<file path="config.mk">
export PLATFORM = sky130hd
export DESIGN_NAME = video_timing
export DESIGN_NICKNAME = d
export VERILOG_FILES = /design/src/source/video_pkg.sv /design/src/source/video_timing.sv
export VERILOG_INCLUDE_DIRS = /design/src /design/src/source
export SDC_FILE = /design/constraint.sdc
export NUM_CORES = 1
export LEC_CHECK = 0
export ABC_AREA = 0
export CORE_ASPECT_RATIO = 0.7
export CORE_UTILIZATION = 45
export DETAILED_ROUTE_END_ITERATION = 10
export DONT_BUFFER_PORTS = 1
export HOLD_SLACK_MARGIN = 0.05
export PLACE_DENSITY = 0.59
export SETUP_SLACK_MARGIN = 0.2
export SYNTH_ARGS = -nofsm -noshare
export SYNTH_HDL_FRONTEND = slang
export SYNTH_SLANG_ARGS = --single-unit
</file>
<file path="constraint.sdc">
create_clock -name clk -period 4.1 [get_ports clk]
set_input_delay 0.82 -clock clk [delete_from_list [all_inputs] [get_ports clk]]
set_output_delay 0.82 -clock clk [all_outputs]
set_load 0.01 [all_outputs]
</file>
<file path="src/source/video_config.svh">
/*
 * build constants for the mono high-res video path
 * 640x400 active at 72 Hz plus the centred OSD window
 * include wherever frame geometry or reset values are needed
 */
`ifndef VIDEO_CONFIG_SVH
`define VIDEO_CONFIG_SVH

// read prefetch ahead of display, in pixel clocks
`define VIDEO_H_PRE 16

// active area
`define VIDEO_H_ACT 640
`define VIDEO_V_ACT 400

// horizontal blanking, total 832
`define VIDEO_H_FP 24
`define VIDEO_H_SYNC 40
`define VIDEO_H_BP 128

// vertical blanking, total 531 lines
`define VIDEO_V_FP 55
`define VIDEO_V_SYNC 3
`define VIDEO_V_BP 73

// screen base after reset, word address
`define VIDEO_BASE_RESET 23'h008000

// osd window size in pixels
// height counts doubled lines
`define OSD_WIDTH 256
`define OSD_HEIGHT 128

`endif

</file>
<file path="src/source/video_pkg.sv">
/*
 * vector types shared by the video controller blocks
 * import into a module body, use scoped names in port lists
 */
package video_pkg;

	// horizontal or vertical position
	typedef logic [9:0] pix_cnt_t;

	// video word address into st ram
	typedef logic [22:0] vid_addr_t;

	// memory word, also cpu register data
	typedef logic [15:0] vid_word_t;

	// cpu register index
	typedef logic [5:0] reg_addr_t;

	// phase within the 16 clock bus cycle
	typedef logic [3:0] bus_phase_t;

	// one colour channel to the dac
	typedef logic [5:0] rgb6_t;

	// byte address into the osd buffer
	typedef logic [10:0] osd_addr_t;

endpackage

</file>
<file path="src/source/video_timing.sv">
/*
 * frame counters for the 72 Hz mono mode
 * gives raw positive syncs plus line and frame markers,
 * positions count from the start of the read prefetch
 */
`timescale 1ns/100ps
`include "video_config.svh"

module video_timing (
	input  logic                clk,
	input  logic                ss,
	output video_pkg::pix_cnt_t hcnt,
	output video_pkg::pix_cnt_t vcnt,
	output logic                hsync_raw,
	output logic                vsync_raw,
	output logic                line_end,
	output logic                frame_end
);
	import video_pkg::*;

	// line and frame totals
	localparam pix_cnt_t H_TOTAL =
		pix_cnt_t'(`VIDEO_H_ACT + `VIDEO_H_FP + `VIDEO_H_SYNC + `VIDEO_H_BP);
	localparam pix_cnt_t V_TOTAL =
		pix_cnt_t'(`VIDEO_V_ACT + `VIDEO_V_FP + `VIDEO_V_SYNC + `VIDEO_V_BP);

	// hsync is shifted by the prefetch like the display window
	localparam pix_cnt_t H_SYNC_ON = pix_cnt_t'(`VIDEO_H_PRE + `VIDEO_H_ACT + `VIDEO_H_FP);
	localparam pix_cnt_t H_SYNC_OFF = H_SYNC_ON + pix_cnt_t'(`VIDEO_H_SYNC);
	localparam pix_cnt_t V_SYNC_ON = pix_cnt_t'(`VIDEO_V_ACT + `VIDEO_V_FP);
	localparam pix_cnt_t V_SYNC_OFF = V_SYNC_ON + pix_cnt_t'(`VIDEO_V_SYNC);

	// counters restart with the bus sequencer on reset
	always_ff @(posedge clk or posedge ss) begin
		if (ss) begin
			hcnt <= '0;
			vcnt <= '0;
		end else begin
			if (hcnt != H_TOTAL - pix_cnt_t'(1)) begin
				hcnt <= hcnt + pix_cnt_t'(1);
			end else begin
				hcnt <= '0;
				// next line at the horizontal wrap
				if (vcnt != V_TOTAL - pix_cnt_t'(1))
					vcnt <= vcnt + pix_cnt_t'(1);
				else
					vcnt <= '0;
			end
		end
	end

	// sync windows, active high here
	assign hsync_raw = (hcnt >= H_SYNC_ON) && (hcnt < H_SYNC_OFF);
	assign vsync_raw = (vcnt >= V_SYNC_ON) && (vcnt < V_SYNC_OFF);

	// markers well clear of the visible area
	// the fetch counter rewinds where both meet
	assign line_end = (hcnt == H_SYNC_ON);
	assign frame_end = (vcnt == V_SYNC_ON);

	// counter must wrap at the line total
	a_hcnt_range: assert property (@(posedge clk) disable iff (ss)
		hcnt <= H_TOTAL - pix_cnt_t'(1))
		else $error("hcnt beyond line total: %0d", hcnt);

endmodule

</file>
Word-level counts from Yosys, hierarchy flattened
Cells that the tools add are included.
{"block": "totals", "input_bits": 2, "out_inout_bits": 24, "reg_bits": 20, "wordCells": 16}
{"block": "classes", "muxes": 2, "add_sub_neg": 2, "magnitude_cmp": 4, "n_eq_ne": 4, "n_reduce_logical": 2}
{"op": "$add 10x1->10 const B", "n": 2}
{"op": "$mux 10", "n": 2}
{"op": "$ne 10x10->1 const B", "n": 2}
{"op": "$eq 10x10->1 const B", "n": 1}
{"op": "$eq 10x9->1 const B", "n": 1}
{"op": "$ge 10x10->1 const B", "n": 1}
{"op": "$ge 10x9->1 const B", "n": 1}
{"op": "$lt 10x10->1 const B", "n": 1}
{"op": "$lt 10x9->1 const B", "n": 1}
{"op": "$logic_and 1x1->1", "n": 2}

Depth between registers and ports, before layout
{"block": "depth", "ltp_word": 2, "ltp_mapped": 6, "depth_no_buf": 6}

Worst setup path after synthesis
Ideal clock, no wire load.
{"block": "synth_timing", "kind": "register to output", "from": "reg vcnt[2]", "to": "out vsync_raw", "required_ns": 3.280, "stages_incl_launch_ff": 3, "t_arrival_ns": 1.168, "slack_ns": 2.112, "n_path_buf": 0, "cell_sequence": "dfrtp_1 or3b_2 a21oi_1"}
{"block": "synth_between", "elab_chain_len": 2}
{"item": "from (decl)", "line": "video_timing.sv:13", "source": "output video_pkg::pix_cnt_t vcnt,"}
{"item": "from (signal assigned)", "line": "video_timing.sv:45", "source": "vcnt <= vcnt + pix_cnt_t'(1);"}
{"item": "$ge 10x9->1 / $lt 10x9->1 (equally long branches)", "line": "video_timing.sv:54", "source": "assign vsync_raw = (vcnt >= V_SYNC_ON) && (vcnt < V_SYNC_OFF);"}
{"item": "$logic_and 1x1->1 *", "line": "video_timing.sv:54"}
{"item": "to (decl)", "line": "video_timing.sv:15", "source": "output logic vsync_raw,"}
Mark *: on every way between the ends. The rest lies on a longest branch, timed or not.

Final worst setup path
{"block": "layout_timing", "from": "reg hcnt[0]", "to": "out line_end"}
{"block": "layout_between", "elab_chain_len": 1}
{"item": "from (decl)", "line": "video_timing.sv:12", "source": "output video_pkg::pix_cnt_t hcnt,"}
{"item": "from (signal assigned)", "line": "video_timing.sv:40", "source": "hcnt <= hcnt + pix_cnt_t'(1);"}
{"item": "$eq 10x10->1", "line": "video_timing.sv:58", "source": "assign line_end = (hcnt == H_SYNC_ON);"}
{"item": "to (decl)", "line": "video_timing.sv:16", "source": "output logic line_end,"}
Every way passes these cells.

==> reports/results.txt <==
The highest clock rate was 0.4167 GHz. The filler cells instantiated in the layout total 212. The total clock buffers created by CTS came out at 3. The deepest level of the CTS H-tree is 1, and the average routed wire per standard cell is 14.47 um. The average instance in the mapped netlist occupies 9.446 sq um.

For the worst setup path, the data arrival time is 1.58 ns. For the count of final hold-check violations, the log shows 0. Synthesis produced a netlist whose cell count is 122. The worst setup path is launched from a register. Measured in cells, the most critical reg-to-reg path has a length of 5.

Internal power comes to 231.3 uW. The buffering stage count on the worst path with inverters included was 1. The total grt overflow came out at 0. The net load switching power was 54.71 uW; the post-CTS setup-driven buffer insertion count was 0. In the final timing run, aggregate negative setup slack is 0 ns. For this run, the detailed router's first-pass iteration total came to 4.

VDD sags by at most 0.2014 mV. The net switching share of the total power is 19.13%. The reg-to-reg startpoint is hcnt[0]. The share of layout cells above drive strength 1 came out at 6.612%. The detailed router placed 865 vias in this run. For this run, asynchronously set or reset flops after synthesis account for 100.0%. The total instance count after detailed placement was 150. In this run the critical register-to-register path is captured at vcnt[9]. The count of buffers from port buffering came out at 0.

Total design power: 286.0 uW. The worst stage delay on the critical path was 0.50 ns. The standard cell with the maximum stage delay on the critical path was sky130_fd_sc_hd__nor4b_1.

Relative to the synthesized area, the layout overhead comes to 2.715%. The run gives 2.17 ns as the setup slack of the worst register-to-register path. Of the post-synthesis cell area, the dominant cell type holds 43.43%.

After synthesis the netlist holds a flip-flop and latch count of 20. The number of global-route vias before repair is 749, and the DRC violation count after routing is 0. The worst hold slack was 0.5451 ns; the highest fanout seen on the critical path was 7.

For the global router's overall resource usage, the log shows 18.29%. For this design the static power due to leakage is 0.4884 nW. For the maximum number of pins on one net before global-route repair, the log shows 21. Measured along the y axis, the die boundary spans 44.34 um. Dividing the final minimum period by the clock period gives 58.53%.

The critical path is of the register to primary output type. The total area inside the core boundary comes to 2277 sq um. After detailed routing, the number of vias per cell comes to 5.654. Power density of the placed cells: 241.6 nW/um^2. Number of antenna violations at the first check in global routing: 0.

At the end of routability-driven placement, the weighted congestion stood at 0.7614. At the worst endpoint, the required time is 3.28 ns. The logs give 0 for the max-slew violation total from the final report and 0 for the number of antenna repair diodes.

The sequential cells in the finished layout cover a total of 500.5 sq um. In this run, the combinational gates consume 1.3% of the power. The cell at the root of the clock tree is sky130_fd_sc_hd__clkbuf_4. sky130_fd_sc_hd__dfrtp_1 takes more of the synthesized area than any other cell. The worst pin sits at a relative slew slack of 49.65%. After clock tree synthesis, the clock-pin slew on the worst setup and hold paths is 0.10 ns. For this design, the CTS-stage hold fixing added 0 buffers.

The insertion delay of the later-clocked pin in the worst-skew pair was 0.28 ns. The final antenna-violating net count was 0. After the flow finishes, the layout carries non-filler instances totaling 153. The tools report the quantity of gates resized following cts as 0. Among all flip-flop cells after synthesis, the most frequent one is sky130_fd_sc_hd__dfrtp_1. The logs give 43.43% for the part of the Yosys area used for sequential elements and 50.60% for the effective utilization at floorplan.

The number of placement rows was 14. After detailed routing, the total wire length is 2214 um. The run gives 34 as the post-synthesis cell type count. The logs give 26 for the count of boundary I/O pins and 1712 um for the HPWL after detailed placement.

The pin slew with the least headroom to its limit was 0.7544 ns; the area of combinational cells with multiple inputs was 590.6 sq um. Total standard cell area after synthesis: 1152 sq um. Yosys mapped a number of flops with a built-in enable equal to 0. The run gives 29.8% as the clock group share of total power. Counting every sink on the clock net gives 20.

The flow ran to the end, and the final reports show no timing, DRC or antenna violations. Traced cell by cell, the critical path runs through inv_1, ha_1, nand3_1, nor4b_1. The count of nets after finishing came out at 129. Ranked by instance count, the synthesized netlist is headed by 20 x sky130_fd_sc_hd__dfrtp_1, 13 x sky130_fd_sc_hd__nand3_1, 12 x sky130_fd_sc_hd__nor2_1.

TritonCTS built the clock tree. The count of max-cap constraint violations was 0. The worst setup path is captured at a primary output. The smallest clock period supported by the final layout is computed as 2.400 ns. For the final-report setup violation count, the log shows 0.

Setup repair after global routing left no endpoint under its margin. On the final layout, the worst clock skew is 0.001870 ns. In this design, the largest share of critical-path delay is due to simple AND/OR/NAND/NOR gates. For the floorplan die area, the log shows 2771 sq um. Post-synthesis net count: 128.

By instance count, the leading cell after synthesis is sky130_fd_sc_hd__dfrtp_1. The sequential power share came out at 68.9%. Sorting the synthesized cells by area gives the leading types as sky130_fd_sc_hd__dfrtp_1 43%, sky130_fd_sc_hd__nand3_1 5.6%, sky130_fd_sc_hd__ha_1 4.3%, sky130_fd_sc_hd__o21ai_0 3.9%, sky130_fd_sc_hd__nor2_1 3.9%. The first-iteration detailed-routing DRC count is 42.

The run gives 0 as the Yosys warning count. The first global-routing pass estimated 3760 um of wire. The x dimension of the die works out to 62.49 um. Once layout is complete, the utilization of the core stands at 51.98%.

The path class of the tightest hold or removal check is input pin to async pin. In this run the deepest clock path goes through 2 buffers.
cell families (layout without fill, tap and decap cells):
family | after synthesis | count (layout) | synth area share, %
compound gates | 18 | 18 | 9.773
xor+xnor | 9 | 9 | 6.840
fa+ha+maj | 4 | 4 | 4.343
buf+inv | 12 | 11 | 5.320
flops | 20 | 20 | 43.43
mux | 1 | 1 | 0.8687
simple gates | 58 | 58 | 29.43
sequential cells by signal, indices dropped and copies added (netlist names):
signal  count
vcnt       10
hcnt       10
placed cells by master, fill, tap and decap left out, drive strengths merged:
cell type and count:
and2 1, xor2 5, mux2i 1, nand2 8, nor4b 2, inv 8, nor2 12, clkbuf 3
nand3 14, nor3 1, ha 4, nor4bb 1, o21ai 9, or3b 1, and3 6, xnor2 4
a22oi 1, and3b 2, or3 1, o311ai 1, nand2b 2, dfrtp 20, o2bb2ai 2, nor3b 1
o22ai 1, nand4 4, and4 1, a21oi 4, nand3b 1
worst max-delay path by stage:
stage	slack [ns]	startpoint	cells past startpoint	endpoint
2_1_floorplan	2.11	vcnt[2]	2	vsync_raw
3_3_place_gp	2.05	hcnt[0]	4	line_end
3_5_place_dp	2.01	hcnt[0]	4	line_end
4_1_cts	1.67	hcnt[0]	4	line_end
5_1_grt	1.58	hcnt[0]	4	line_end
6_report	1.70	hcnt[0]	4	line_end
layer usage:
metal,part of all wire [%],track usage (%)
met5,0,0
met4,0.54,4.186
met1,53,26.71
met3,8.6,9.021
met2,38,23.70
final cells by class:
class                   count  share of cell area, %
clock buffers               3                  1.903
inverters                   8                  2.537
multi-input cells          90                  49.89
flip-flops and latches     20                  42.28
well taps                  32                  3.383
worst reg2reg max path: stages, from the launching register on:
cell and delay, ns:
sky130_fd_sc_hd__dfrtp_1 0.51, sky130_fd_sc_hd__ha_1 0.31, sky130_fd_sc_hd__and3b_4 0.27, sky130_fd_sc_hd__and3_1 0.35, sky130_fd_sc_hd__nand2_4 0.12, sky130_fd_sc_hd__o311ai_2 0.27
stage by stage:
stage	cell area, sq um	setup WS (ns)
after floorplan	1152	2.112
after global placement	1161	2.046
after detailed placement	1161	2.012
after CTS	1184	1.672
after global routing	1184	1.582
final	1184	1.700
power groups by stage:
stage | clock network (mW) | logic (mW) | registers, mW
floorplan | 0 | 0.00295 | 0.201
global placement | 0 | 0.00412 | 0.201
detailed placement | 0 | 0.00415 | 0.201
CTS | 0.0928 | 0.00413 | 0.197
global route | 0.104 | 0.00467 | 0.197
finish | 0.0852 | 0.00374 | 0.197
No activity file was read; power rests on OpenSTA's default activity.
