[src/source/video_config.svh]
/*
 * build constants for the mono high-res video path
 * 640x400 active at 72 Hz plus the centred OSD window
 * include wherever frame geometry or reset values are needed
 */
`ifndef VIDEO_CONFIG_SVH
`define VIDEO_CONFIG_SVH

// read prefetch ahead of display, in pixel clocks
`define VIDEO_H_PRE 16

// active area
`define VIDEO_H_ACT 640
`define VIDEO_V_ACT 400

// horizontal blanking, total 832
`define VIDEO_H_FP 24
`define VIDEO_H_SYNC 40
`define VIDEO_H_BP 128

// vertical blanking, total 531 lines
`define VIDEO_V_FP 55
`define VIDEO_V_SYNC 3
`define VIDEO_V_BP 73

// screen base after reset, word address
`define VIDEO_BASE_RESET 23'h008000

// osd window size in pixels
// height counts doubled lines
`define OSD_WIDTH 256
`define OSD_HEIGHT 128

`endif

[src/source/video_pkg.sv]
/*
 * vector types shared by the video controller blocks
 * import into a module body, use scoped names in port lists
 */
package video_pkg;

	// horizontal or vertical position
	typedef logic [9:0] pix_cnt_t;

	// video word address into st ram
	typedef logic [22:0] vid_addr_t;

	// memory word, also cpu register data
	typedef logic [15:0] vid_word_t;

	// cpu register index
	typedef logic [5:0] reg_addr_t;

	// phase within the 16 clock bus cycle
	typedef logic [3:0] bus_phase_t;

	// one colour channel to the dac
	typedef logic [5:0] rgb6_t;

	// byte address into the osd buffer
	typedef logic [10:0] osd_addr_t;

endpackage

[src/source/video_regs.sv]
/*
 * cpu visible registers of the shifter
 * screen base, live fetch address read-back and palette entry 0,
 * written on clk with active-low byte strobes, read combinationally
 */
`timescale 1ns/100ps
`include "video_config.svh"

module video_regs (
	input  logic                 clk,
	input  logic                 ss,
	input  logic                 reg_sel,
	input  logic                 reg_uds,
	input  logic                 reg_lds,
	input  logic                 reg_rw,
	input  video_pkg::reg_addr_t reg_addr,
	input  video_pkg::vid_word_t reg_din,
	input  video_pkg::vid_addr_t vaddr,
	output video_pkg::vid_word_t reg_dout,
	output video_pkg::vid_addr_t base_addr,
	output logic                 invert
);
	import video_pkg::*;

	// register map
	localparam reg_addr_t REG_BASE_HI = 6'h00;
	localparam reg_addr_t REG_BASE_MID = 6'h01;
	localparam reg_addr_t REG_VADDR_HI = 6'h02;
	localparam reg_addr_t REG_VADDR_MID = 6'h03;
	localparam reg_addr_t REG_VADDR_LO = 6'h04;
	localparam reg_addr_t REG_PAL0 = 6'h20;

	localparam vid_addr_t BASE_RESET = `VIDEO_BASE_RESET;

	// base is 128 word aligned, only 16 bits stored
	logic [7:0] base_hi;
	logic [7:0] base_mid;
	// palette 0, 3 bits per gun
	logic [2:0] pal_r;
	logic [2:0] pal_g;
	logic [2:0] pal_b;

	always_ff @(posedge clk or posedge ss) begin
		if (ss) begin
			base_hi <= BASE_RESET[22:15];
			base_mid <= BASE_RESET[14:7];
			pal_r <= 3'd0;
			pal_g <= 3'd0;
			// blue all set, mono comes up inverted
			pal_b <= 3'd7;
		end else if (reg_sel && !reg_rw) begin
			// base bytes sit on the low lane
			if (reg_addr == REG_BASE_HI && !reg_lds)
				base_hi <= reg_din[7:0];
			if (reg_addr == REG_BASE_MID && !reg_lds)
				base_mid <= reg_din[7:0];
			if (reg_addr == REG_PAL0) begin
				// red on the upper lane, green and blue on the lower
				if (!reg_uds)
					pal_r <= reg_din[10:8];
				if (!reg_lds) begin
					pal_g <= reg_din[6:4];
					pal_b <= reg_din[2:0];
				end
			end
		end
	end

	assign base_addr = {base_hi, base_mid, 7'd0};
	assign invert = pal_b[0];

	// read mux, idle bus reads zero
	always_comb begin
		reg_dout = '0;
		if (reg_sel && reg_rw) begin
			case (reg_addr)
				REG_BASE_HI:   if (!reg_lds) reg_dout = {8'h00, base_hi};
				REG_BASE_MID:  if (!reg_lds) reg_dout = {8'h00, base_mid};
				// live counter, so software can see the beam
				REG_VADDR_HI:  if (!reg_lds) reg_dout = {8'h00, vaddr[22:15]};
				REG_VADDR_MID: if (!reg_lds) reg_dout = {8'h00, vaddr[14:7]};
				REG_VADDR_LO:  if (!reg_lds) reg_dout = {8'h00, vaddr[6:0], 1'b0};
				REG_PAL0:      reg_dout = {5'd0, pal_r, 1'b0, pal_g, 1'b0, pal_b};
				default:       reg_dout = '0;
			endcase
		end
	end

endmodule

[config.mk]
export PLATFORM = sky130hd
export DESIGN_NAME = video_regs
export DESIGN_NICKNAME = d
export VERILOG_FILES = /design/src/source/video_pkg.sv /design/src/source/video_regs.sv
export VERILOG_INCLUDE_DIRS = /design/src /design/src/source
export SDC_FILE = /design/constraint.sdc
export NUM_CORES = 1
export LEC_CHECK = 0
export BUFFER_PORTS_ARGS = -buffer_cell sky130_fd_sc_hd__buf_2
export CORE_MARGIN = 10
export CORE_UTILIZATION = 39
export DETAILED_ROUTE_END_ITERATION = 8
export PLACE_DENSITY = 0.85
export SLEW_MARGIN = 20
export SYNTH_ARGS = -nofsm -noshare
export SYNTH_HDL_FRONTEND = slang
export SYNTH_SLANG_ARGS = --single-unit
[constraint.sdc]
create_clock -name clk -period 1.25 [get_ports clk]
set_input_delay 0.125 -clock clk [delete_from_list [all_inputs] [get_ports clk]]
set_output_delay 0.125 -clock clk [all_outputs]
set_load 0.1 [all_outputs]
# Word level (Yosys, flattened, before mapping)
# Index checks and enable logic that the tools add are counted.
totals:
  ff_bits: 25
  in_bits: 51
  out_inout_bits: 40
  elab_cells: 30
classes:
  n_eq_ne: 5
  n_mux: 7
  bitwise_logic: 2
  n_reduce_logical: 11
ops:
  columns: ["cell", "count"]
  rows:
  - ["16-bit one-hot mux with 6 select lines", 1]
  - ["8-bit two-way mux", 5]
  - ["16-bit two-way mux", 1]
  - ["6-bit by 2-bit equality test with 1-bit output, second input constant", 2]
  - ["6-bit by 1-bit equality test with 1-bit output, second input constant", 1]
  - ["6-bit by 3-bit equality test with 1-bit output, second input constant", 1]
  - ["6-bit equality test, second input constant", 1]
  - ["6-bit zero test", 1]
  - ["3-bit AND reduction", 2]
  - ["1-bit logical AND", 4]
  - ["2-bit AND reduction", 2]
  - ["1-bit zero test", 2]
  - ["1-bit inverter", 2]

# Logic depth before layout (Yosys ltp)
# Gate-level depths: netlist (run 1).
depth:
  depth_word: 3
  ltp_mapped: 6
  depth_no_buf: 4

# Worst setup path before layout (run 1)
# Ideal clock, no wire load.
synth_path:
  path_type: "reg2out"
  startpoint: "register base_mid[1]"
  endpoint: "output port reg_dout[1]"
  t_arrival_ps: 2845
  setup_slack_ps: -1720
  stages_incl_launch_ff: 4
  cell_sequence: "dfrtp_1 > mux4_2 > nand2_1 > a21oi_1"
synth_via:
  elab_chain_len: 3
synth_lines:
  columns: ["element", "line_no", "rtl"]
  rows:
  - ["from (decl)", "video_regs.sv:37", "logic [7:0] base_mid;"]
  - ["from (signal assigned)", "video_regs.sv:46", "base_mid <= BASE_RESET[14:7];"]
  - ["from (signal assigned)", "video_regs.sv:56", "base_mid <= reg_din[7:0];"]
  - ["8-bit two-way mux", "video_regs.sv:78", "REG_BASE_MID: if (!reg_lds) reg_dout = {8'h00, base_mid};"]
  - ["16-bit one-hot mux with 6 select lines", "video_regs.sv:76", "case (reg_addr)"]
  - ["16-bit two-way mux", "video_regs.sv:75", "if (reg_sel && reg_rw) begin"]
  - ["to (decl)", "video_regs.sv:19", "output video_pkg::vid_word_t reg_dout,"]
# No other way between the ends.

# Worst setup path after layout (run 1)
layout_path:
  startpoint: "register base_hi[5]"
  endpoint: "output port reg_dout[5]"
layout_via:
  elab_chain_len: 3
layout_lines:
  columns: ["element", "line_no", "rtl"]
  rows:
  - ["from (decl)", "video_regs.sv:36", "logic [7:0] base_hi;"]
  - ["from (signal assigned)", "video_regs.sv:45", "base_hi <= BASE_RESET[22:15];"]
  - ["from (signal assigned)", "video_regs.sv:54", "base_hi <= reg_din[7:0];"]
  - ["8-bit two-way mux", "video_regs.sv:77", "REG_BASE_HI: if (!reg_lds) reg_dout = {8'h00, base_hi};"]
  - ["16-bit one-hot mux with 6 select lines", "video_regs.sv:76", null]
  - ["16-bit two-way mux", "video_regs.sv:75", null]
# No other way between the ends.

==> results of run 1 <==
## critical path: stages (launching register included)
cell and delay, ns:
dfrtp_4 0.48, mux4_2 0.45, a222oi_1 0.30, buf_4 0.18
nor2_4 0.04, buf_12 0.15
## cell type report
cell class | count | area share
timing repair buffer | 122 | 0.3912
multi-input combinational | 87 | 0.3478
tap | 48 | 0.01964
clock inverter | 1 | 0.001637
sequential | 25 | 0.2234
inverter | 1 | 0.001227
antenna | 2 | 0.001637
clock buffer | 3 | 0.01350
## cell families after synthesis
logic type / count (synthesis) / share of synthesized area
muxes: 33 / 0.2865
DFF: 25 / 0.4138
and+or+nand+nor: 25 / 0.1289
buffers and inverters: 21 / 0.09195
AOI/OAI and AO/OA: 17 / 0.07635
other: 1 / 0.002461
## synth_stat cells, drive strengths merged
library cell   n  area share
nand3          2      0.0066
nor3           1      0.0033
a22oi          6       0.030
nor4           1      0.0041
dfstp          4       0.069
mux2          25        0.18
and3b          1      0.0057
nor4b          1       0.016
a211oi         1      0.0049
and3           2      0.0082
conb           1      0.0025
nand4b         2       0.011
dfrtp         21        0.34
inv            1      0.0025
nand2          3      0.0074
buf           18       0.085
a222oi         2       0.013
nor4bb         1      0.0066
mux4           6       0.089
nand2b         1      0.0057
nor3b          2       0.025
o21ai          2      0.0066
nor2           5       0.012
o2111ai        1      0.0057
a21oi          5       0.016
mux2i          2       0.013
clkbuf         2      0.0049
and4           3       0.017
## cell usage in the layout (no fill, tap or decap), types with 5 or more instances in the layout
master,instances
buf_2,42
buf_4,42
buf_12,27
mux2_4,22
conb_1,12
dfrtp_4,12
buf_6,8
mux4_2,6
dfrtp_1,6
nor2_4,5
a21oi_4,5
## sequential cells by signal, indices dropped and copies added (netlist names)
register  flops
pal_b         3
base_hi       8
pal_r         3
base_mid      8
pal_g         3
## power groups by stage
stage / Sequential (mW) / Clock (mW) / Combinational, mW
after floorplan: 1.10 / 0 / 0.357
after global placement: 0.902 / 0 / 0.820
after detailed placement: 0.906 / 0 / 0.835
after CTS: 0.891 / 0.479 / 0.852
after global routing: 0.896 / 0.522 / 0.908
final: 0.893 / 0.478 / 0.876
## metal layers
| layer | vias up | share of wire |
|---|---|---|
| met4 | 0 | 0.029 |
| met5 | - | 0 |
| met3 | 16 | 0.094 |
| met2 | 77 | 0.55 |
| li1 | 676 | - |
| met1 | 741 | 0.33 |
## metrics by stage
step	cells	utilization	power, mW
CTS	285	0.8047	2.221
global placement	279	0.7673	1.722
global route	289	0.8229	2.326
finish	289	0.8229	2.247
detailed placement	279	0.7673	1.741
floorplan	133	-	1.458
## repair_timing
item,in CTS,in global routing
setup buffers,1,3
gates resized for setup,21,15
endpoints found under the hold margin,21,0
hold buffers,1,0
pin swaps,6,7
setup endpoints to repair,38,37
## final timing paths
| check | end | slack, ns |
|---|---|---|
| worst min register to register | pal_r[0] | 0.51 |
| max in group asynchronous | pal_b[1] | 0.53 |
| worst max-delay path | reg_dout[5] | -0.78 |
| worst max register to register | base_mid[1] | 0.22 |
| worst min-delay path | base_hi[3] | 0.08 |
| min in group asynchronous | base_mid[7] | 0.42 |
==> results.md, run 1 <==
- The netlist uses 30 different library cells.
- Setup violations remaining at the end of the flow were counted as 28.
- After the last flow step, the layout net total stands at 291.
- The estimated wirelength of the detail-placed design is 4800 um.
- In the routed layout, each cell is associated on average with a via count of 5.225.
- For this run, the top clock speed supported by timing is 493.7 MHz.
- The sequential cells in the finished layout cover a total of 683.2 um2.
- The clock tree from TritonCTS is built.
- For this block, the initial DRC count from the detailed router was 80.
- The number of instances in the synthesized netlist is 122.
- The number of antenna violations at the first check in global routing is 1.
- For the worst-skew pair, the clock arrives at the later sink with an insertion delay of 0.28 ns.
- The met2 capacity usage during global routing is 0.3305.
- The width of the die is 82.51 um.
- Data arrives at the worst endpoint at 1.90 ns.
- The maximum fanout along the worst path is 2.
- The total clock buffers created by CTS is 3.
- The residual overflow from global routing is 0.
- The antenna violation net count after detailed routing is 0.
- The startpoint of the worst setup timing path is base_hi[5].
- The maximum buffer depth of the clock tree is 2.
- The flow ran to the end, but the final reports show violations.
- Of the cells placed in the final design, the portion with a size suffix greater than 1 is 0.8536.
- STA classifies the critical path startpoint as a register.
- The signed area change from the synthesized netlist to the final layout is 100.7%.
- Entering global routing, the biggest net connects 26 pins.
- The number of max-slew violations in the final report came to 0.
- The first detailed-routing pass ran for 4 iterations.
- The sequential group share of total power is 0.397.
- In the final layout, the multi-input gates occupy 1064 um2.
- After clock tree synthesis, the clock-pin slew on the worst setup and hold paths is 0.09 ns.
- The die is 82.51 um tall.
- The share of total power dissipated in the clock network is 0.213.
- Prior to clock tree synthesis, the placed netlist has a worst setup slack of -0.5967 ns.
- The period utilization is 1.620.
- The class of the tightest hold or removal check is primary input to register.
- The initial utilization of the core area, before any placement, comes to 0.4101.
- The number of top-level pins is 91.
- The startpoint identified for the worst hold timing path is reg_din[3].
- The row count is 22.
- The number of global-route vias before repair is 1,669.
- Yosys printed 0 warnings.
- The number of failing hold endpoints at the final stage is 0.
- After floorplanning, the core was sized to cover 3716 um2.
- In this run the critical register-to-register path is launched from base_mid[1].
- The share of the Yosys chip area taken by registers is 0.4138.
- Summed over all nets, the switching power comes to 0.8319 mW.
- The final critical-path required period is 2.025 ns.
- The met1 capacity usage during global routing is 0.1791.
- The checks that failed: negative setup slack.
- The clock arrives with 0 ns of skew.
- The layer flagged by global routing as most heavily used is met2.
- The setup TNS after final layout is -6.074 ns.
- For met3 alone, demand over resource in global routing was 0.06479.
- STA classifies the critical path endpoint as a primary output.
- In the final routed layout, each cell accounts on average for 21.81 um.
- The routed design has 6302 um of wire.
- The power density over cell area is 734.7 nW/um2.
- The post-placement cell area is 2851 um2.
- The floorplan step defined a die boundary enclosing 6808 um2.
- After synthesis the cells add up to 1524 um2.
- The critical path in this run is classified as register to primary output.
- The tree built by TritonCTS fans out to 25 sinks.
- The routed via count is 1,510.
- Setup repair after global routing could not meet its margin everywhere.
- In this run the number of H-tree levels came out at 1.
- The per-instance average area after synthesis is 12.49 um2.
- The worst-case IR drop observed on VDD is 0.0006338 V.
- The number of max-capacitance violations reported is 0.
- The weighted congestion at the end of routability-driven global placement is 0.8083.
- Data on the critical path is required at its endpoint by 1.12 ns.
- The cell depth of the worst min-delay path is 2.
- The switching power share of the total is 0.3703.
- After routing the design area is 3058 um2.
- The overall routing resource usage is 0.1783.
- The fill cell instance count of the final layout is 195.
- Summed over all cells, the static leakage comes to 1.353 nW.
- Across all setup checks in the final design, the least slack found is -0.7754 ns.
- The post-synthesis register bit count is 25.
- In the routed design, unresolved DRC markers number 0.
- Hold timing on the final database bottoms out at a slack of 0.08487 ns.
- The clock root buffer is clkbuf_8.
- The combinational group share of total power is 0.390.
- The total internal power is 1.415 mW.
- The count of buffers added on input and output ports is 73.
- The first-pass GRT wire length is 9087 um.
- The count of cells along the worst register-to-register path is 3.
Note: power is estimated with default switching activity, not from simulation.
==> inputs of run 2 (changes only) <==
--- a/config.mk
+++ b/config.mk
@@ -10,4 +10,5 @@
 export CORE_MARGIN = 10
 export CORE_UTILIZATION = 39
+export CTS_CLUSTER_SIZE = 30
 export DETAILED_ROUTE_END_ITERATION = 8
 export PLACE_DENSITY = 0.85
==> constraint.sdc (replaced) <==
create_clock -name clk -period 1.25 [get_ports clk]
set_input_delay 0.25 -clock clk [delete_from_list [all_inputs] [get_ports clk]]
set_output_delay 0.25 -clock clk [all_outputs]
set_load 0.1 [all_outputs]
==> run 2 against run 1 <==
Net effect: sequential share of layout area is 2.0 points lower; cell area is 6.6% higher; clock skew stayed put; critical endpoint is now reg_dout[4]; via count is 13% higher; clock power is 10% higher; worst hold slack worse by 0.035 ns; the flow still finishes with violations (negative setup slack); highest routed layer unchanged; fmax is 9.3% lower.
==> results.md, run 2 (synthesis gave the netlist of run 1 again) <==
- The flow ran to the end, but the final reports show violations.
- The checks that failed: negative setup slack.
- In this design, the stage delay of the slowest critical-path cell is 0.49 ns.
- The number of antenna violations at the first check in global routing is 3.
- The clock tree from TritonCTS is built.
- For the worst setup path, the data required time is 1.00 ns.
- The most common cell after layout, fill and taps aside is buf_2.
- The number of global-route vias before repair was 1,931.
- Of the total power, the share spent switching nets is 0.3878.
- The cell at the slowest stage of the critical path is dfrtp_4.
- The setup TNS after final layout is -11.67 ns.
- The estimated wirelength of the detail-placed design is 5096 um.
- In the final layout, the registers with the most flip-flops are base_hi x8, base_mid x8.
- For this configuration, the core starts out at a cell density of 0.4101.
- The maximum buffer depth of the clock tree is 2.
- The setup slack of the critical path after layout is -0.9836 ns.
- Measured along the y axis, the die boundary spans 82.51 um.
- The post-route standard cell area excluding fillers is 3259 um2.
- The total number of clock tree sinks is 25.
- In the global route stage, overall resource usage came out at 0.2215.
- The post-placement cell area is 2939 um2.
- In the layout the commonest cells are 39 x buf_2, 35 x buf_4, 30 x buf_6, 30 x buf_12, 22 x mux2_4.
- For this design the top-level I/O count stands at 91.
- The critical path launch point type is a register.
- Data on the critical path arrives at its endpoint at 1.98 ns.
- The width of the die is 82.51 um.
- In this run the register-to-register setup slack is 0.12 ns.
- The sort of element at the end of the critical path is a primary output.
- Before CTS, the worst setup slack after placement is -0.6363 ns.
- The total area inside the core boundary comes to 3716 um2.
- The number of max-slew violations in the final report is 0.
- Setup repair after global routing could not meet its margin everywhere.
- Once detail routing completed, the nets flagged for antenna violations numbered 0.
- The detailed router finished its first iteration with 129 violations.
- The classification of the worst setup path is register to primary output.
- The critical path contains buffers and inverters numbering 2 combined.
- The total of hold buffers inserted after clock tree synthesis is 0.
- The count of nets after finishing is 304.
- In the finished design, the share of the clock period the worst path needs comes to 1.787.
- The wire length per cell is 27.92 um.
- Grouping stages by cell kind, the critical path spends the most delay in flip-flops.
- The standby leakage power is 1.453 nW.
- The full die area is 6808 um2.
- After detailed routing, the number of remaining DRC violations is 0.
- The number of search-and-repair iterations in the first detailed-routing pass is 4.
- The number of failing hold endpoints at the final stage was 0.
- The signed area change from the synthesized netlist to the final layout is 113.9%.
- The maximum fanout along the worst path is 2.
- Max-cap violations in this run came to 0.
- The final total power is 2.392 mW.
- On the final layout, the worst hold slack is 0.05023 ns.
- Walking the worst path, the cells encountered are mux4_2 -> a222oi_1 -> buf_4 -> nor2_4 -> buf_12.
- Timing would allow up to 447.7 MHz.
- The combinational group share of total power is 0.407.
- The final wirelength is 8487 um.
- Clock latency on the worst-skew pair, taken at its later pin, is 0.28 ns.
- Row generation in the floorplan step produced 22 rows.
- The sequential group share of total power is 0.374.
- The residual overflow from global routing is 0.
- CTS built an H-tree with a depth of 1.
- The path class of the tightest hold or removal check is primary input to asynchronous set/reset pin.
- The weighted congestion at the end of routability-driven global placement is 0.8365.
- Counting I/O delays and the setup requirement, the final critical path takes 2.234 ns.
- The largest net degree at the start of global routing is 26.
- The power density over cell area is 734.0 nW/um2.
- After clock tree synthesis, the clock-pin slew on the worst setup and hold paths is 0.10 ns.
- Port buffering added 73 buffers.
- The first global-routing pass estimated 11,210 um of wire.
- Measured in cells, the most critical reg-to-reg path has a length of 3.
- The number of endpoints failing setup at the final stage is 50.
- TritonCTS created 3 clock buffers.
- The clock root buffer is clkbuf_8.
- The largest voltage drop on the vdd net is 0.0005773 V.
- The fraction of final layout cells with drive strength greater than 1 is 0.8690.
- The part of the power in the clock network is 0.220.
- In this run the power spent charging and discharging nets is 0.9278 mW.
- The total internal power is 1.465 mW.
- Using the TritonRoute via totals, the vias-per-cell ratio works out to 5.628.
- The critical path crosses 5 cells after its start point.
- Clock skew on the completed layout was measured at 0 ns.
- Detailed routing inserted a total of 1,711 vias.
==> run 2: timing repair <==
action	4_1_cts	5_1_grt
cloned	0	0
setup endpoints to repair	50	53
setup buffers	9	14
pin swaps	9	13
resized for setup	30	21
==> run 2: area by class of cell <==
class,instances,area (um2)
Antenna cell,4,10.01
Clock buffer,3,41.29
Clock inverter,1,5.005
Fill cell,161,456.7
Inverter,1,3.754
Multi-Input combinational cell,87,1065
Sequential cell,25,663.1
Tap cell,48,60.06
Timing Repair Buffer,135,1411
==> run 2: path summary, 6_finish.rpt <==
check | from | end
max | base_mid[4] | reg_dout[4]
min | ss | pal_g[1]
max reg2reg | base_hi[5] | base_hi[5]
min reg2reg | pal_r[2] | pal_r[2]
max in group asynchronous | ss | pal_b[2]
min in group clk | reg_din[8] | pal_r[0]
==> run 2: worst reg2reg max path, cell delays in order, from the launching register on <==
cell     delay, ns
dfrtp_4       0.49
buf_4         0.14
buf_6         0.12
mux2_4        0.27
==> run 2: routing by layer <==
| layer | up-vias | part of all wire | track usage |
|---|---|---|---|
| met5 | - | 0 | 0 |
| met4 | 0 | 0.047 | 0.09699 |
| met3 | 26 | 0.084 | 0.06479 |
| met2 | 128 | 0.52 | 0.4082 |
| met1 | 857 | 0.35 | 0.2267 |
| li1 | 700 | - | - |
==> run 2: per-stage QoR <==
stage,utilization,std cells
3_5_place_dp,0.7909,284
4_1_cts,0.8411,292
5_1_grt,0.8764,303
2_1_floorplan,-,133
3_3_place_gp,0.7909,284
6_report,0.8771,304
==> run 2: power groups by stage <==
stage	registers (mW)	logic (mW)	clock network, mW
2_1_floorplan	1.09	0.357	0
3_3_place_gp	0.895	0.840	0
3_5_place_dp	0.899	0.861	0
4_1_cts	0.886	0.900	0.504
5_1_grt	0.896	1.00	0.560
6_report	0.894	0.973	0.526
==> inputs of run 3 (changes only) <==
- ABC_AREA: not set -> 1
- CORE_UTILIZATION: 39 -> 42
==> run 3 against run 2 <==
Net effect: the run still ends with negative setup slack left; cell area increased by 14%; synthesized area increased by 27%; cell count grew 50%; routed wire length grew 6.2%; combinational power grew 9%; critical path depth stayed put; fmax rose by 29%; highest routed layer unchanged.
==> results.md, run 3 <==
- Max-cap violations in this run came to 0.
- Derived from the worst setup path, the maximum achievable clock frequency is 577.6 MHz.
- Adding up every negative setup slack in the final design gives -5.953 ns.
- The final wirelength is 9016 um.
- In the final layout, the registers with the most flip-flops are base_hi x8, base_mid x8.
- After synthesis the cells add up to 1931 um2.
- The number of global-route vias before repair came to 2,679.
- Across all setup checks in the final design, the least slack found is -0.4813 ns.
- Clock tree synthesis found a total of 25 sinks.
- The sort of element at the end of the critical path is a primary output.
- In the global route stage, overall resource usage came out at 0.2170.
- The synthesized netlist contains 25 unique library cells.
- Dividing the detail-routed wire length by the instance count gives 19.82 um.
- The most used flip-flop cell after synthesis is dfrtp_1.
- The most common cell after layout, fill and taps aside is nand2_1.
- The total of buffers placed on input and output ports is 73.
- The number of cells in the finished layout apart from fillers is 455.
- The total of hold buffers inserted after clock tree synthesis is 0.
- The kind of cell adding the most delay to the critical path is flip-flops.
- Setup repair after global routing could not meet its margin everywhere.
- The final total power is 2.486 mW.
- Setup violations remaining at the end of the flow were counted as 28.
- For this run, the slowest stage of the critical path takes 0.64 ns.
- The final critical-path required period is 1.731 ns.
- The routed via count is 2,489.
- STA puts the critical path data arrival time at 1.48 ns.
- Counting tap cells, the placed design contains a total of 435 instances.
- In this run, synthesis inferred 0 flip-flops with an integrated enable.
- The final layout contains 455 nets.
- CTS built an H-tree with a depth of 1.
- The required time of the critical path is 1.00 ns.
- The final reports fail on negative setup slack.
- The number of max-slew violations in the final report is 0.
- The analysis attributes to cell leakage a power of 1.741 nW.
- Of the available clock period, the critical path in the final layout requires 1.385.
- The share of synthesized area occupied by flip-flops and latches is 0.3266.
- The number of antenna violations at the first check in global routing was 0.
- The clock root buffer is clkbuf_8.
- The library cells used most frequently in the layout, excluding fill and tap cells, are 52 x nand2_1, 39 x buf_2, 35 x inv_1, 34 x buf_12, 29 x buf_6.
- The antenna violation net count after detailed routing is 0.
- The class of the tightest hold or removal check is primary input to asynchronous set/reset pin.
- The clock tree from TritonCTS is built.
- The sum of buffers and inverters on the critical path is 1.
- The cell type with the highest aggregate area in the netlist is dfrtp_1.
- The number of instances in the synthesized netlist is 286.
- Once layout is complete, the utilization of the core stands at 0.8410.
- The clock-pin slew of the registers on the worst-case setup and hold paths is 0.10 ns.
- Of the cells placed in the final design, the portion with a size suffix greater than 1 is 0.5806.
- STA classifies the critical path startpoint as a register.
- For this configuration, the core starts out at a cell density of 0.4374.
- The estimated wirelength of the detail-placed design is 5620 um.
- The post-synthesis register bit count is 25.
- Summed over all layers, the global routing overflow is 0.
- In the post-synthesis netlist, the cell with the most instances is nand2_1.
- The final setup skew is 0 ns.
- In the synthesized netlist the async set-or-reset flop fraction comes to 1.000.
- The width of the die is 87.80 um.
- The maximum buffer depth of the clock tree is 2.
- The per-instance average area after synthesis is 6.750 um2.
- The critical path is of the register to primary output type.
- The later pin in the worst-skew pair is clocked with a latency of 0.28 ns.
- The full die area is 7709 um2.
- The signed area change from the synthesized netlist to the final layout is 92.29%.
- The largest net degree at the start of global routing is 26.
- The power density over cell area is 669.6 nW/um2.
- The row count is 24.
- The weighted congestion at the end of routability-driven global placement is 0.8509.
- The ratio of routed vias to standard cells is 5.470.
- Yosys printed 0 warnings.
- The area of the core is 4414 um2.
- The detailed router finished its first iteration with 160 violations.
- The number of top-level pins is 91.
- Yosys attributes the largest share of cell area to dfrtp_1 27%, nand2_1 13%, nor2_1 9.9%.
- The cell at the slowest stage of the critical path is dfstp_4.
- The run finished, with violations left.
- The floorplan step set the die height to 87.80 um.
- The share of synthesized area in the top cell type comes to 0.2722.
- The number of search-and-repair iterations in the first detailed-routing pass is 5.
- The signal on the critical path passes through nand4_1 -> nand3_1 -> nor2_2 -> nor2_4 -> buf_12.
- The total clock buffers created by CTS is 3.
- The number of failing hold endpoints at the final stage came to 0.
- The worst-case IR drop observed on VDD is 0.0007588 V.
- The first global-routing pass estimated 13,450 um of wire.
- At the placement stage, the worst setup path has a slack of -0.4426 ns.
- The total DRC errors in the routed layout is 0.
- The maximum fanout along the worst path is 2.
- 0 antenna diodes ended up in the layout.
- After synthesis, the most frequently instantiated cells are 65 x nand2_1, 51 x nor2_1, 38 x inv_1.
run 3: changes by cell type in the layout (fill, tap and decap cells not counted), moves of 7 or more:
| cell | delta |
|---|---|
| nand2_1 | +52 |
| nor2_2 | +16 |
| dfrtp_2 | -10 |
| nand3_2 | +7 |
| buf_4 | -15 |
| inv_1 | +34 |
| nor2_1 | +25 |
| mux2_4 | -22 |
| dfrtp_4 | +10 |
| nor2_4 | +13 |
| nand4_1 | +14 |
| o21ai_2 | +14 |
| nand3_1 | +9 |
run 3: per-stage QoR:
step,instance area [um2],hold slack [ns]
4_1_cts,3600,0.01646
5_1_grt,3712,0.04944
3_5_place_dp,3188,0.3144
2_1_floorplan,2195,0.2746
3_3_place_gp,3188,0.3119
6_report,3712,0.004448
run 3: cell type report:
| cell class | count | area (um2) |
|---|---|---|
| Timing Repair Buffer | 125 | 1398 |
| Multi-Input combinational cell | 208 | 1348 |
| Fill cell | 221 | 701.9 |
| Sequential cell | 25 | 691.9 |
| Inverter | 41 | 161.4 |
| Tap cell | 52 | 65.06 |
| Clock buffer | 3 | 41.29 |
| Clock inverter | 1 | 7.507 |
run 3: final timing paths:
kind,startpoint,end,slack [ns],cells after the start
setup reg to reg,pal_b[0],pal_b[0],0.20,4
setup / recovery,pal_b[0],reg_dout[0],-0.48,5
hold / removal,ss,base_mid[6],0.004,3
max in group asynchronous,ss,base_hi[0],0.94,3
min in group clk,reg_din[7],base_hi[7],0.23,3
hold reg to reg,pal_g[2],pal_g[2],0.52,2
run 3: per-layer routing:
layer	GRT usage	routed length, um
met1	0.2367	3223
met2	0.3710	4423
met3	0.06685	940
met4	0.1101	429
met5	0	0
run 3: what timing repair did:
action	in CTS	in global routing
endpoints found under the setup margin	32	37
gates resized for setup	74	28
setup buffers	13	11
pin swaps	37	10
run 3: cell families after synthesis:
logic type | count (synthesis) | share of synthesized area
and+or+nand+nor | 167 | 0.4076
buffers and inverters | 64 | 0.1614
DFF | 25 | 0.3266
other | 1 | 0.001942
AOI/OAI and AO/OA | 29 | 0.1024
run 3: where the power goes:
group | internal, mW | switching [mW]
registers | 0.867 | 0.0364
logic | 0.370 | 0.686
clock network | 0.227 | 0.299
total | 1.46 | 1.02
run 3: worst reg2reg max path: cells and delay by family (launching register included):
family / cells / cell delay, ns
flops: 1 / 0.64
buf+inv: 2 / 0.21
simple gates: 1 / 0.07
compound gates: 1 / 0.07
